===== src/logic/cp0Pkg.sv =====
// CP0 register numbers, data-word types, field positions and reset values
`default_nettype none

package cp0Pkg;

    typedef logic [31:0] word;     // Data word on the CP0 read and write ports
    typedef logic [4:0]  regNum;   // CP0 register number (rd field of MTC0/MFC0)
    typedef logic [5:0]  irqVec;   // Hardware interrupt lines IP7..IP2
    typedef logic [7:0]  irqMask;  // Status.IM7_0 and the full Cause.IP7_0 vector

    // Register numbers of the implemented registers
    localparam regNum REG_BADVADDR = 5'd8;
    localparam regNum REG_COUNT    = 5'd9;
    localparam regNum REG_COMPARE  = 5'd11;
    localparam regNum REG_STATUS   = 5'd12;
    localparam regNum REG_CAUSE    = 5'd13;
    localparam regNum REG_EPC      = 5'd14;
    localparam regNum REG_PRID     = 5'd15;

    // Status field positions
    localparam int STATUS_IE_BIT  = 0;
    localparam int STATUS_EXL_BIT = 1;
    localparam int STATUS_IM_LSB  = 8;    // IM7_0 occupies 15:8
    localparam int STATUS_BEV_BIT = 22;

    // Cause field positions
    localparam int CAUSE_EXC_LSB  = 2;    // ExcCode occupies 6:2
    localparam int CAUSE_IP_LSB   = 8;    // IP1_0 at 9:8, IP7_2 above it
    localparam int CAUSE_IP_SW_W  = 2;    // Number of software interrupt bits
    localparam int CAUSE_TI_BIT   = 30;
    localparam int CAUSE_BD_BIT   = 31;

    // Reset and constant values
    localparam word  PRID_VALUE       = 32'h0000_4220;
    localparam logic STATUS_BEV_RESET = 1'b1;
    localparam word  COUNT_RESET      = 32'h0000_0000;
    localparam word  COMPARE_RESET    = 32'hffff_ffff;  // Far from Count so TI stays low

    // Byte distance back to the branch for a delay-slot exception
    localparam word  INST_BYTES       = 32'd4;

endpackage

`default_nettype wire


===== src/logic/excPkg.sv =====
// Exception-kind enum, ExcCode values and the kind-to-code mapping function
`default_nettype none

package excPkg;

    // Event reported by the pipeline, one per cycle
    typedef enum logic [4:0] {
        excNone      = 5'd0,
        excInterrupt = 5'd1,
        excAdEL_If   = 5'd2,   // Address error on instruction fetch
        excAdEL_Mem  = 5'd3,   // Address error on load
        excAdES      = 5'd4,   // Address error on store
        excSyscall   = 5'd5,
        excBreak     = 5'd6,
        excReserved  = 5'd7,
        excOverflow  = 5'd8,
        excTrap      = 5'd9,
        excEret      = 5'd10,
        excRefetch   = 5'd11   // Pipeline flush only, no CP0 update
    } excKind;

    typedef logic [4:0] excCode;

    // Architectural ExcCode values
    localparam excCode CODE_INT  = 5'h00;
    localparam excCode CODE_ADEL = 5'h04;
    localparam excCode CODE_ADES = 5'h05;
    localparam excCode CODE_SYS  = 5'h08;
    localparam excCode CODE_BP   = 5'h09;
    localparam excCode CODE_RI   = 5'h0a;
    localparam excCode CODE_OV   = 5'h0c;
    localparam excCode CODE_TR   = 5'h0d;

    function automatic excCode excCodeOf(input excKind kind);
        case (kind)
            excInterrupt:            return CODE_INT;
            excAdEL_If, excAdEL_Mem: return CODE_ADEL;
            excAdES:                 return CODE_ADES;
            excSyscall:              return CODE_SYS;
            excBreak:                return CODE_BP;
            excReserved:             return CODE_RI;
            excOverflow:             return CODE_OV;
            excTrap:                 return CODE_TR;
            default:                 return CODE_INT;  // Non-events never reach Cause
        endcase
    endfunction

endpackage

`default_nettype wire


===== src/logic/cp0ExcUnit.sv =====
// Exception entry and ERET: Status.EXL, EPC, BadVAddr, Cause.ExcCode and Cause.BD
`timescale 1ns/1ps
`default_nettype none

module cp0ExcUnit import cp0Pkg::*; import excPkg::*; (
    input  wire logic           clk,
    input  wire logic           rstN,
    input  wire logic           wrEn,
    input  wire regNum          wrReg,
    input  wire word            wrData,
    input  wire excPkg::excKind excKind,
    input  wire word            excPc,
    input  wire word            excBadAddr,
    input  wire logic           inDelaySlot,
    output logic                exl,
    output word                 epc,
    output word                 badVAddr,
    output excCode              excCodeReg,
    output logic                branchDelay
);

    logic excEvent;     // Any CP0-visible event, ERET included
    logic isEret;
    logic excTaken;     // A real exception entry
    logic firstLevel;   // Entry from normal mode, so EPC and BD are captured
    logic wrStatus;
    logic wrEpc;
    word  restartPc;

    assign excEvent   = (excKind != excNone) && (excKind != excRefetch);
    assign isEret     = (excKind == excEret);
    assign excTaken   = excEvent && !isEret;
    assign firstLevel = excTaken && !exl;

    assign wrStatus = wrEn && (wrReg == REG_STATUS);
    assign wrEpc    = wrEn && (wrReg == REG_EPC);

    // Point back at the branch when the faulting instruction sits in its delay slot
    assign restartPc = inDelaySlot ? (excPc - INST_BYTES) : excPc;

    // Status.EXL
    always_ff @(posedge clk or negedge rstN) begin
        if (!rstN) begin
            exl <= 1'b0;
        end else if (excEvent) begin
            exl <= !isEret;             // Entry sets, ERET clears
        end else if (wrStatus) begin
            exl <= wrData[STATUS_EXL_BIT];
        end
    end

    // Cause.ExcCode and Cause.BD
    always_ff @(posedge clk or negedge rstN) begin
        if (!rstN) begin
            excCodeReg  <= '0;
            branchDelay <= 1'b0;
        end else begin
            if (excTaken) begin
                excCodeReg <= excCodeOf(excKind);
            end
            if (firstLevel) begin
                branchDelay <= inDelaySlot;
            end
        end
    end

    // EPC keeps the first restart address while EXL is already set
    always_ff @(posedge clk) begin
        if (firstLevel) begin
            epc <= restartPc;
        end else if (wrEpc && !excEvent) begin
            epc <= wrData;
        end
    end

    // BadVAddr is only loaded by address errors
    always_ff @(posedge clk) begin
        case (excKind)
            excAdEL_If:           badVAddr <= excPc;
            excAdEL_Mem, excAdES: badVAddr <= excBadAddr;
            default:              badVAddr <= badVAddr;
        endcase
    end

endmodule

`default_nettype wire


===== src/logic/cp0StatusRegs.sv =====
// Status and Cause interrupt fields, interrupt sampling, pending logic and read mux
`timescale 1ns/1ps
`default_nettype none

module cp0StatusRegs import cp0Pkg::*; import excPkg::*; (
    input  wire logic   clk,
    input  wire logic   rstN,
    input  wire logic   wrEn,
    input  wire regNum  wrReg,
    input  wire word    wrData,
    input  wire irqVec  hwIrq,
    input  wire logic   timerFlag,
    input  wire logic   exl,
    input  wire word    count,
    input  wire word    compare,
    input  wire word    epc,
    input  wire word    badVAddr,
    input  wire excCode excCodeReg,
    input  wire logic   branchDelay,
    input  wire regNum  rdReg,
    output word         rdData,
    output logic        irqPending
);

    logic   bev;
    irqMask im;
    logic   ie;
    logic [CAUSE_IP_SW_W-1:0] ipSw;   // Cause.IP1_0, software set
    irqVec  ipHw;                     // Cause.IP7_2, sampled lines
    irqVec  hwIrqMerged;
    irqMask ipAll;
    logic   wrStatus;
    logic   wrCause;
    word    statusWord;
    word    causeWord;

    assign wrStatus = wrEn && (wrReg == REG_STATUS);
    assign wrCause  = wrEn && (wrReg == REG_CAUSE);

    // Timer shares the top hardware line
    assign hwIrqMerged = hwIrq | {timerFlag, 5'b0};

    // Status fields owned here, EXL lives in the exception unit
    always_ff @(posedge clk or negedge rstN) begin
        if (!rstN) begin
            bev <= STATUS_BEV_RESET;
            im  <= '0;
            ie  <= 1'b0;
        end else if (wrStatus) begin
            bev <= wrData[STATUS_BEV_BIT];
            im  <= wrData[STATUS_IM_LSB +: $bits(irqMask)];
            ie  <= wrData[STATUS_IE_BIT];
        end
    end

    always_ff @(posedge clk or negedge rstN) begin
        if (!rstN) begin
            ipSw <= '0;
            ipHw <= '0;
        end else begin
            ipHw <= hwIrqMerged;        // One-cycle sample every clock
            if (wrCause) begin
                ipSw <= wrData[CAUSE_IP_LSB +: CAUSE_IP_SW_W];
            end
        end
    end

    assign ipAll      = {ipHw, ipSw};
    assign irqPending = ie && !exl && (|(ipAll & im));

    // Full register images for the read port
    always_comb begin
        statusWord                 = '0;
        statusWord[STATUS_IE_BIT]  = ie;
        statusWord[STATUS_EXL_BIT] = exl;
        statusWord[STATUS_IM_LSB +: $bits(irqMask)] = im;
        statusWord[STATUS_BEV_BIT] = bev;

        causeWord                  = '0;
        causeWord[CAUSE_EXC_LSB +: $bits(excCode)]  = excCodeReg;
        causeWord[CAUSE_IP_LSB +: $bits(irqMask)]   = ipAll;
        causeWord[CAUSE_TI_BIT]    = timerFlag;
        causeWord[CAUSE_BD_BIT]    = branchDelay;
    end

    always_comb begin
        case (rdReg)
            REG_BADVADDR: rdData = badVAddr;
            REG_COUNT:    rdData = count;
            REG_COMPARE:  rdData = compare;
            REG_STATUS:   rdData = statusWord;
            REG_CAUSE:    rdData = causeWord;
            REG_EPC:      rdData = epc;
            REG_PRID:     rdData = PRID_VALUE;
            default:      rdData = '0;   // Unimplemented registers
        endcase
    end

endmodule

`default_nettype wire


===== src/logic/cp0Timer.sv =====
// Count register with half-rate divider, Compare register and timer interrupt flag
`timescale 1ns/1ps
`default_nettype none

module cp0Timer import cp0Pkg::*; (
    input  wire logic  clk,
    input  wire logic  rstN,
    input  wire logic  wrEn,
    input  wire regNum wrReg,
    input  wire word   wrData,
    output word        count,
    output word        compare,
    output logic       timerFlag
);

    logic halfTick;     // Count advances when this is set
    logic wrCount;
    logic wrCompare;

    assign wrCount   = wrEn && (wrReg == REG_COUNT);
    assign wrCompare = wrEn && (wrReg == REG_COMPARE);

    // Divider and Count
    always_ff @(posedge clk or negedge rstN) begin
        if (!rstN) begin
            halfTick <= 1'b0;
            count    <= COUNT_RESET;
        end else if (wrCount) begin
            halfTick <= 1'b0;   // Restart the phase with the new value
            count    <= wrData;
        end else begin
            halfTick <= ~halfTick;
            if (halfTick) begin
                count <= count + 32'd1;
            end
        end
    end

    always_ff @(posedge clk or negedge rstN) begin
        if (!rstN) begin
            compare <= COMPARE_RESET;
        end else if (wrCompare) begin
            compare <= wrData;
        end
    end

    // Sticky until software rewrites Compare
    always_ff @(posedge clk or negedge rstN) begin
        if (!rstN) begin
            timerFlag <= 1'b0;
        end else if (wrCompare) begin
            timerFlag <= 1'b0;          // Acknowledge wins over a match
        end else if (count == compare) begin
            timerFlag <= 1'b1;
        end
    end

endmodule

`default_nettype wire


===== src/logic/cp0Top.sv =====
// CP0 top level connecting the timer, the exception unit and the status block
`timescale 1ns/1ps
`default_nettype none

module cp0Top import cp0Pkg::*; import excPkg::*; (
    input  wire logic           clk,
    input  wire logic           rstN,
    input  wire irqVec          hwIrq,
    input  wire logic           wrEn,
    input  wire regNum          wrReg,
    input  wire word            wrData,
    input  wire regNum          rdReg,
    output word                 rdData,
    input  wire excPkg::excKind excKind,
    input  wire word            excPc,
    input  wire word            excBadAddr,
    input  wire logic           inDelaySlot,
    output logic                exl,
    output word                 epc,
    output logic                irqPending
);

    word    count;
    word    compare;
    logic   timerFlag;
    word    badVAddr;
    excCode excCodeReg;
    logic   branchDelay;

    cp0Timer timer_inst (
        .clk       (clk),
        .rstN      (rstN),
        .wrEn      (wrEn),
        .wrReg     (wrReg),
        .wrData    (wrData),
        .count     (count),
        .compare   (compare),
        .timerFlag (timerFlag)
    );

    cp0ExcUnit excUnit_inst (
        .clk         (clk),
        .rstN        (rstN),
        .wrEn        (wrEn),
        .wrReg       (wrReg),
        .wrData      (wrData),
        .excKind     (excKind),
        .excPc       (excPc),
        .excBadAddr  (excBadAddr),
        .inDelaySlot (inDelaySlot),
        .exl         (exl),
        .epc         (epc),
        .badVAddr    (badVAddr),
        .excCodeReg  (excCodeReg),
        .branchDelay (branchDelay)
    );

    cp0StatusRegs statusRegs_inst (
        .clk         (clk),
        .rstN        (rstN),
        .wrEn        (wrEn),
        .wrReg       (wrReg),
        .wrData      (wrData),
        .hwIrq       (hwIrq),
        .timerFlag   (timerFlag),
        .exl         (exl),
        .count       (count),
        .compare     (compare),
        .epc         (epc),
        .badVAddr    (badVAddr),
        .excCodeReg  (excCodeReg),
        .branchDelay (branchDelay),
        .rdReg       (rdReg),
        .rdData      (rdData),
        .irqPending  (irqPending)
    );

endmodule

`default_nettype wire


===== config.mk =====
export PLATFORM = sky130hd
export DESIGN_NAME = cp0Top
export DESIGN_NICKNAME = d
export VERILOG_FILES = /design/src/logic/cp0Pkg.sv /design/src/logic/excPkg.sv /design/src/logic/cp0ExcUnit.sv /design/src/logic/cp0StatusRegs.sv /design/src/logic/cp0Timer.sv /design/src/logic/cp0Top.sv
export SDC_FILE = /design/constraint.sdc
export NUM_CORES = 1
export LEC_CHECK = 0
export BUFFER_PORTS_ARGS = -buffer_cell sky130_fd_sc_hd__clkbuf_2
export CORE_MARGIN = 3
export CORE_UTILIZATION = 56
export CTS_CLUSTER_SIZE = 16
export DETAILED_ROUTE_END_ITERATION = 8
export HOLD_SLACK_MARGIN = 0.15
export PLACE_DENSITY = 0.92
export SLEW_MARGIN = 10
export SYNTH_ARGS = -nofsm -noshare
export SYNTH_HDL_FRONTEND = slang
export SYNTH_HIERARCHICAL = 1
export SYNTH_SLANG_ARGS = --single-unit

===== constraint.sdc =====
create_clock -name clk -period 2.5 [get_ports clk]
set_input_delay 0 -clock clk [delete_from_list [all_inputs] [get_ports clk]]
set_output_delay 0 -clock clk [all_outputs]
set_load 0.02 [all_outputs]

# Yosys cells after proc, flatten, opt, wreduce, memory -nomap -nowiden
# Memories as Yosys holds them, arrays and structs flattened.
# Cells that the tools add are included.
# op_classes
n_eq_ne,18
n_addsub,2
mux,13
reduce_logical,22
bitwise_logic,3
# ops
cell,n
32-bit one-hot mux with 7 select lines,1
32-bit two-way mux,5
"5-bit by 4-bit equality test with 1-bit output, second input constant",13
32-bit one-hot mux with 2 select lines,1
"32-bit by 1-bit adder with 32-bit output, second input constant",1
32-bit equality test,1
"32-bit by 3-bit subtractor with 32-bit output, second input constant",1
1-bit logical AND,11
"5-bit by 2-bit equality test with 1-bit output, second input constant",2
2-bit nonzero test,5
8-bit bitwise AND,1
8-bit OR reduction,1
6-bit bitwise OR,1
"5-bit by 3-bit equality test with 1-bit output, second input constant",1
1-bit two-way mux,5
5-bit two-way mux,1
"5-bit by 4-bit != test with 1-bit output, second input constant",1
5-bit nonzero test,1
1-bit zero test,3
2-bit OR reduction,1
1-bit NOT,1
# totals
n_memories,1
mem_bits_ro,64
register_bits,155
in_bits,121
out_inout_bits,66
# memory_table
memory,words,width,read_ports,rd_ports_with_merged_regs,write_ports,line,source
(name not given),16,4,1,0,0,excPkg.sv:35,case (kind)

# Depth between registers and ports, before layout
# depth
ltp_word,6
depth_mapped,8

# Cells and area by module
# Netlist, hierarchy kept.
# by_module_without_submodules
mod,n_inst,cells_each,area_per_inst_um2
cp0ExcUnit,1,319,3799.9
cp0Timer,1,311,3500.9
cp0StatusRegs,1,229,1989.4

# Worst setup path after synthesis
# Ideal clock, no wire load.
# synth_path
path_type,input to register
start,input port excKind[1]
end,"register excUnit_inst.badVAddr[0], enable pin"
slack_ps,-784
stages,3
n_path_buf,1
arrival_time_ps,2814
setup_time_ps,470
path_cell_list,buf_1 nand2b_1 a211oi_1
# synth_via
elab_chain_cells,3
# synth_lines
item,line,source
start: declaration,cp0Top.sv:14,"input wire excPkg::excKind excKind,"
5-bit by 2-bit equality test with 1-bit output or 5-bit by 3-bit equality test with 1-bit output (tied branches),cp0ExcUnit.sv:78,case (excKind)
2-bit OR reduction,cp0ExcUnit.sv:78,
2-bit nonzero test (no line) (*),n/a,
end signal: assignment,cp0ExcUnit.sv:79,excAdEL_If: badVAddr <= excPc;
end signal: assignment,cp0ExcUnit.sv:80,"excAdEL_Mem, excAdES: badVAddr <= excBadAddr;"
end signal: assignment,cp0ExcUnit.sv:81,default: badVAddr <= badVAddr;
end: declaration,cp0ExcUnit.sv:17,"output word badVAddr,"
# Mark *: on every way between the ends. The rest lies on a longest branch, timed or not.
# A chain may end at the register's enable or synchronous reset.

# Worst setup path in the final report
# layout_path
start,input port excPc[13]
end,register excUnit_inst.epc[23] (data pin)
# layout_via
elab_chain_cells,3
# layout_lines
item,line,source
start: declaration,cp0Top.sv:15,"input wire word excPc,"
32-bit by 3-bit subtractor with 32-bit output,cp0ExcUnit.sv:39,assign restartPc = inDelaySlot ? (excPc - INST_BYTES) : excPc;
32-bit two-way mux,cp0ExcUnit.sv:39,
32-bit two-way mux,cp0ExcUnit.sv:69,if (firstLevel) begin
end signal: assignment,cp0ExcUnit.sv:70,epc <= restartPc;
end signal: assignment,cp0ExcUnit.sv:72,epc <= wrData;
end: declaration,cp0ExcUnit.sv:16,"output word epc,"
# No other way between the ends.

==> impl_metrics.env <==
export IMPL_status="finished, violations left"
export IMPL_failed_checks="setup timing"
export IMPL_diodes=0
export IMPL_wl_per_cell_um=27.4
export IMPL_peakVddDrop_uv=620
export IMPL_cts_htree_levels=4
export IMPL_cts_reportedPaths_clkPinSlew_ns=0.06
export IMPL_synthMuxAreaShare_pct=13.5
export IMPL_reg2reg_slack_ns=0.06
export IMPL_crit_type="input port to flip-flop"
export IMPL_maxCapViolCount=0
export IMPL_final_cells=1417
export IMPL_finalHoldViolCount=0
export IMPL_min_period_ns=2.56
export IMPL_drt_vias_per_instance=7.13
export IMPL_synth_xor_area_share_pct=6.98
export IMPL_synth_compound_area_share_pct=11.1
export IMPL_initial_core_util_pct=57.9
export IMPL_period_share_pct=102
export IMPL_crit_path_max_incr_delay_ns=0.59
export IMPL_grt_usage_pct=41.1
export IMPL_grt_pass1_vias=9956
export IMPL_die_area_sq_um=18200
export IMPL_gr_usage_met3_pct=11.3
export IMPL_synth_seq_cells=154
export IMPL_layout_common_cells="clkbuf_2 (181), dlygate4sd3_1 (162), mux2_2 (96), nand3_1 (69), edfxtp_1 (64)"
export IMPL_r2r_cells=8
export IMPL_routed_wirelength_mm=38.9
export IMPL_drc=0
export IMPL_antenna_found_initial=0
export IMPL_antenna_left=0
export IMPL_fmax_ghz=0.391
export IMPL_hold_class="input port to flip-flop"
export IMPL_drive_above_1_share_pct=33.1
export IMPL_place_inst=1219
export IMPL_setup_viol=1
export IMPL_r2r_start="timer_inst/count[1]"
export IMPL_synth_edf_count=64
export IMPL_finalMaxSlewViolations=0
export IMPL_grt_pass1_wl_mm=56.9
export IMPL_postLayoutCoreUtil_pct=78.5
export IMPL_placeableCoreArea_sq_um=16100
export IMPL_grt_ovfl_total=0
export IMPL_syn2layout_area_growth_pct=35.7
export IMPL_drtIter0Drc=1820
export IMPL_nNetsFinal=1311
export IMPL_die_y_um=135
export IMPL_whs_path_depth=3
export IMPL_crit_fanout=18
export IMPL_fin_tns_setup_ns=-0.0556
export IMPL_cp_cell_sequence="dlygate4sd3_1 > clkbuf_2 > nor4_2 > nand2_2 > o31ai_2 > dlygate4sd3_1 > a31oi_1"
export IMPL_place_congestion=0.996
export IMPL_tightest_slew_ns=1.04
export IMPL_syn_nets=982
export IMPL_p_total_uw=8010
export IMPL_cts_buffers=17
export IMPL_synth_top_family_by_area="simple AND/OR/NAND/NOR gates"
export IMPL_rsz0062_at_grt="true"
export IMPL_routed_via_count=10099
export IMPL_rows=46
export IMPL_power_density_nw_per_um2=636
export IMPL_gr_usage_met1_pct=49.4
export IMPL_cp_start_kind="input port"
export IMPL_grtUsageMet2_pct=64.5
export IMPL_dieWidth_um=135
export IMPL_ys_types=74
export IMPL_cts_tree="built"
export IMPL_fillers=839
export IMPL_finClkSkew_ns=0.00739
export IMPL_synth_area_sq_um=9290
export IMPL_worstSetupEndpointType="flip-flop"
export IMPL_worst_slack_ns=-0.0556
export IMPL_grt_max_degree=79
export IMPL_insertion_delay_ns=0.44
export IMPL_p_leak_uw=0.00499
export IMPL_async_flop_share_pct=58.4
export IMPL_synth_flop_cell="edfxtp_1"
export IMPL_yosys_area_share_adder_pct=0.269
export IMPL_dr_pass1_iters=7
export IMPL_io_buffers=186
export IMPL_slew_headroom_pct=30.4
export IMPL_ioPinCount=187
export IMPL_cts_sinks=154
export IMPL_yosys_warnings=6
export IMPL_critical_path_most_common_cell="dlygate4sd3_1"
export IMPL_cts_root_buf="clkbuf_16"
export IMPL_dpl_hpwl_mm=22.7
export IMPL_ys_seq_area_share_pct=45.4
export IMPL_layout_commonest_cell="clkbuf_2"
export IMPL_crit_slowest_cell="dlygate4sd3_1"
export IMPL_rr_endpoint="timer_inst/count[16]"
export IMPL_synth_simple_area_share_pct=18.5
export IMPL_whs_endpoint="excUnit_inst/excCodeReg[2]"
export IMPL_syn_inst=859
export IMPL_grt_most_used_layer="met2"
export IMPL_hp_start="excKind[1]"
export IMPL_required_ns=2.67
export IMPL_cts_buffer_depth=2
export IMPL_avgSynthCellArea_sq_um=10.8
export IMPL_cp_arrival_ns=2.72
## synthesized netlist by cell type (all sizes together), types with 26 or more instances
library cell   n  area [sq um]
mux2          96          1080
a21oi         36           180
o21ai         40           200
xnor2         48           420
dfstp         33           867
xor2          26           228
nand4         40           284
dfrtp         57          1430
buf           44           290
edfxtp        64          1920
nand2         43           161
nand3         71           360
## worst max path at each step
stage / start / endpoint / slack (ns)
3_5_place_dp: excPc[8] / excUnit_inst/epc[27] / 0.37
2_1_floorplan: excKind[0] / excUnit_inst/badVAddr[0] / 0.27
3_3_place_gp: excPc[8] / excUnit_inst/epc[23] / 0.39
4_1_cts: excPc[13] / excUnit_inst/epc[23] / 0.0008
5_1_grt: excPc[13] / excUnit_inst/epc[23] / -0.07
6_report: excPc[13] / excUnit_inst/epc[23] / -0.06
## cell families (layout without fill, tap and decap cells)
family,count (synthesis),count (layout)
xor+xnor,74,74
flops,154,154
fa+ha+maj,2,2
mux,113,113
other cells,1,1
compound gates,157,157
simple gates,285,287
buf+inv,73,413
## registers in the layout, indices dropped and copies added, names as in the netlist, 2 cells and up
signal,count
excUnit_inst/excCodeReg,4
statusRegs_inst/ipSw,2
timer_inst/count,32
statusRegs_inst/ipHw,6
excUnit_inst/epc,32
timer_inst/compare,32
excUnit_inst/badVAddr,32
statusRegs_inst/im,8
## what timing repair did
item / 4_1_cts / 5_1_grt
setup endpoints to repair: 0 / 92
resized for setup: 0 / 30
endpoints found under the hold margin: 210 / 0
buffers inserted: 0 / 2
hold buffers: 164 / 0
## metal layers
| metal | vias to the layer above | wire length, um |
|---|---|---|
| met1 | 4601 | 12100 |
| met3 | 377 | 5840 |
| met4 | 0 | 3530 |
| li1 | 3945 | - |
| met2 | 1176 | 17500 |
| met5 | - | 0 |
## through the flow
step                      hold slack [ns]  setup WS, ns  area [sq um]
final                               0.197       -0.0556         12600
after global routing                0.218       -0.0659         12600
after global placement              0.109         0.392         10300
after floorplan                    -0.296         0.271          9300
after CTS                           0.157      0.000799         12500
after detailed placement            0.110         0.365         10300
## worst max-delay path: cells and delay by family
family	cells	cell delay (ns)
and+or+nand+nor	2	0.95
buffers and inverters	3	1.34
AOI/OAI and AO/OA	2	0.42
## area by class of cell
cell class | instances | area [sq um] | area share (%)
flip-flops and latches | 154 | 4220 | 33.4
clock inverters | 5 | 45.0 | 0.357
multi-input cells | 634 | 4800 | 38.1
repair buffers | 373 | 2770 | 22.0
inverters | 8 | 30.0 | 0.238
well taps | 216 | 270 | 2.14
clock buffers | 27 | 473 | 3.75
## where the power goes
| group | internal, uW | switching, uW | leakage, uW |
|---|---|---|---|
| Combinational | 944 | 989 | 0.00313 |
| Sequential | 3090 | 555 | 0.00161 |
| Clock | 1380 | 1050 | 0.000248 |
| Total | 5420 | 2590 | 0.00499 |
Power figures use the tool's default switching activity.
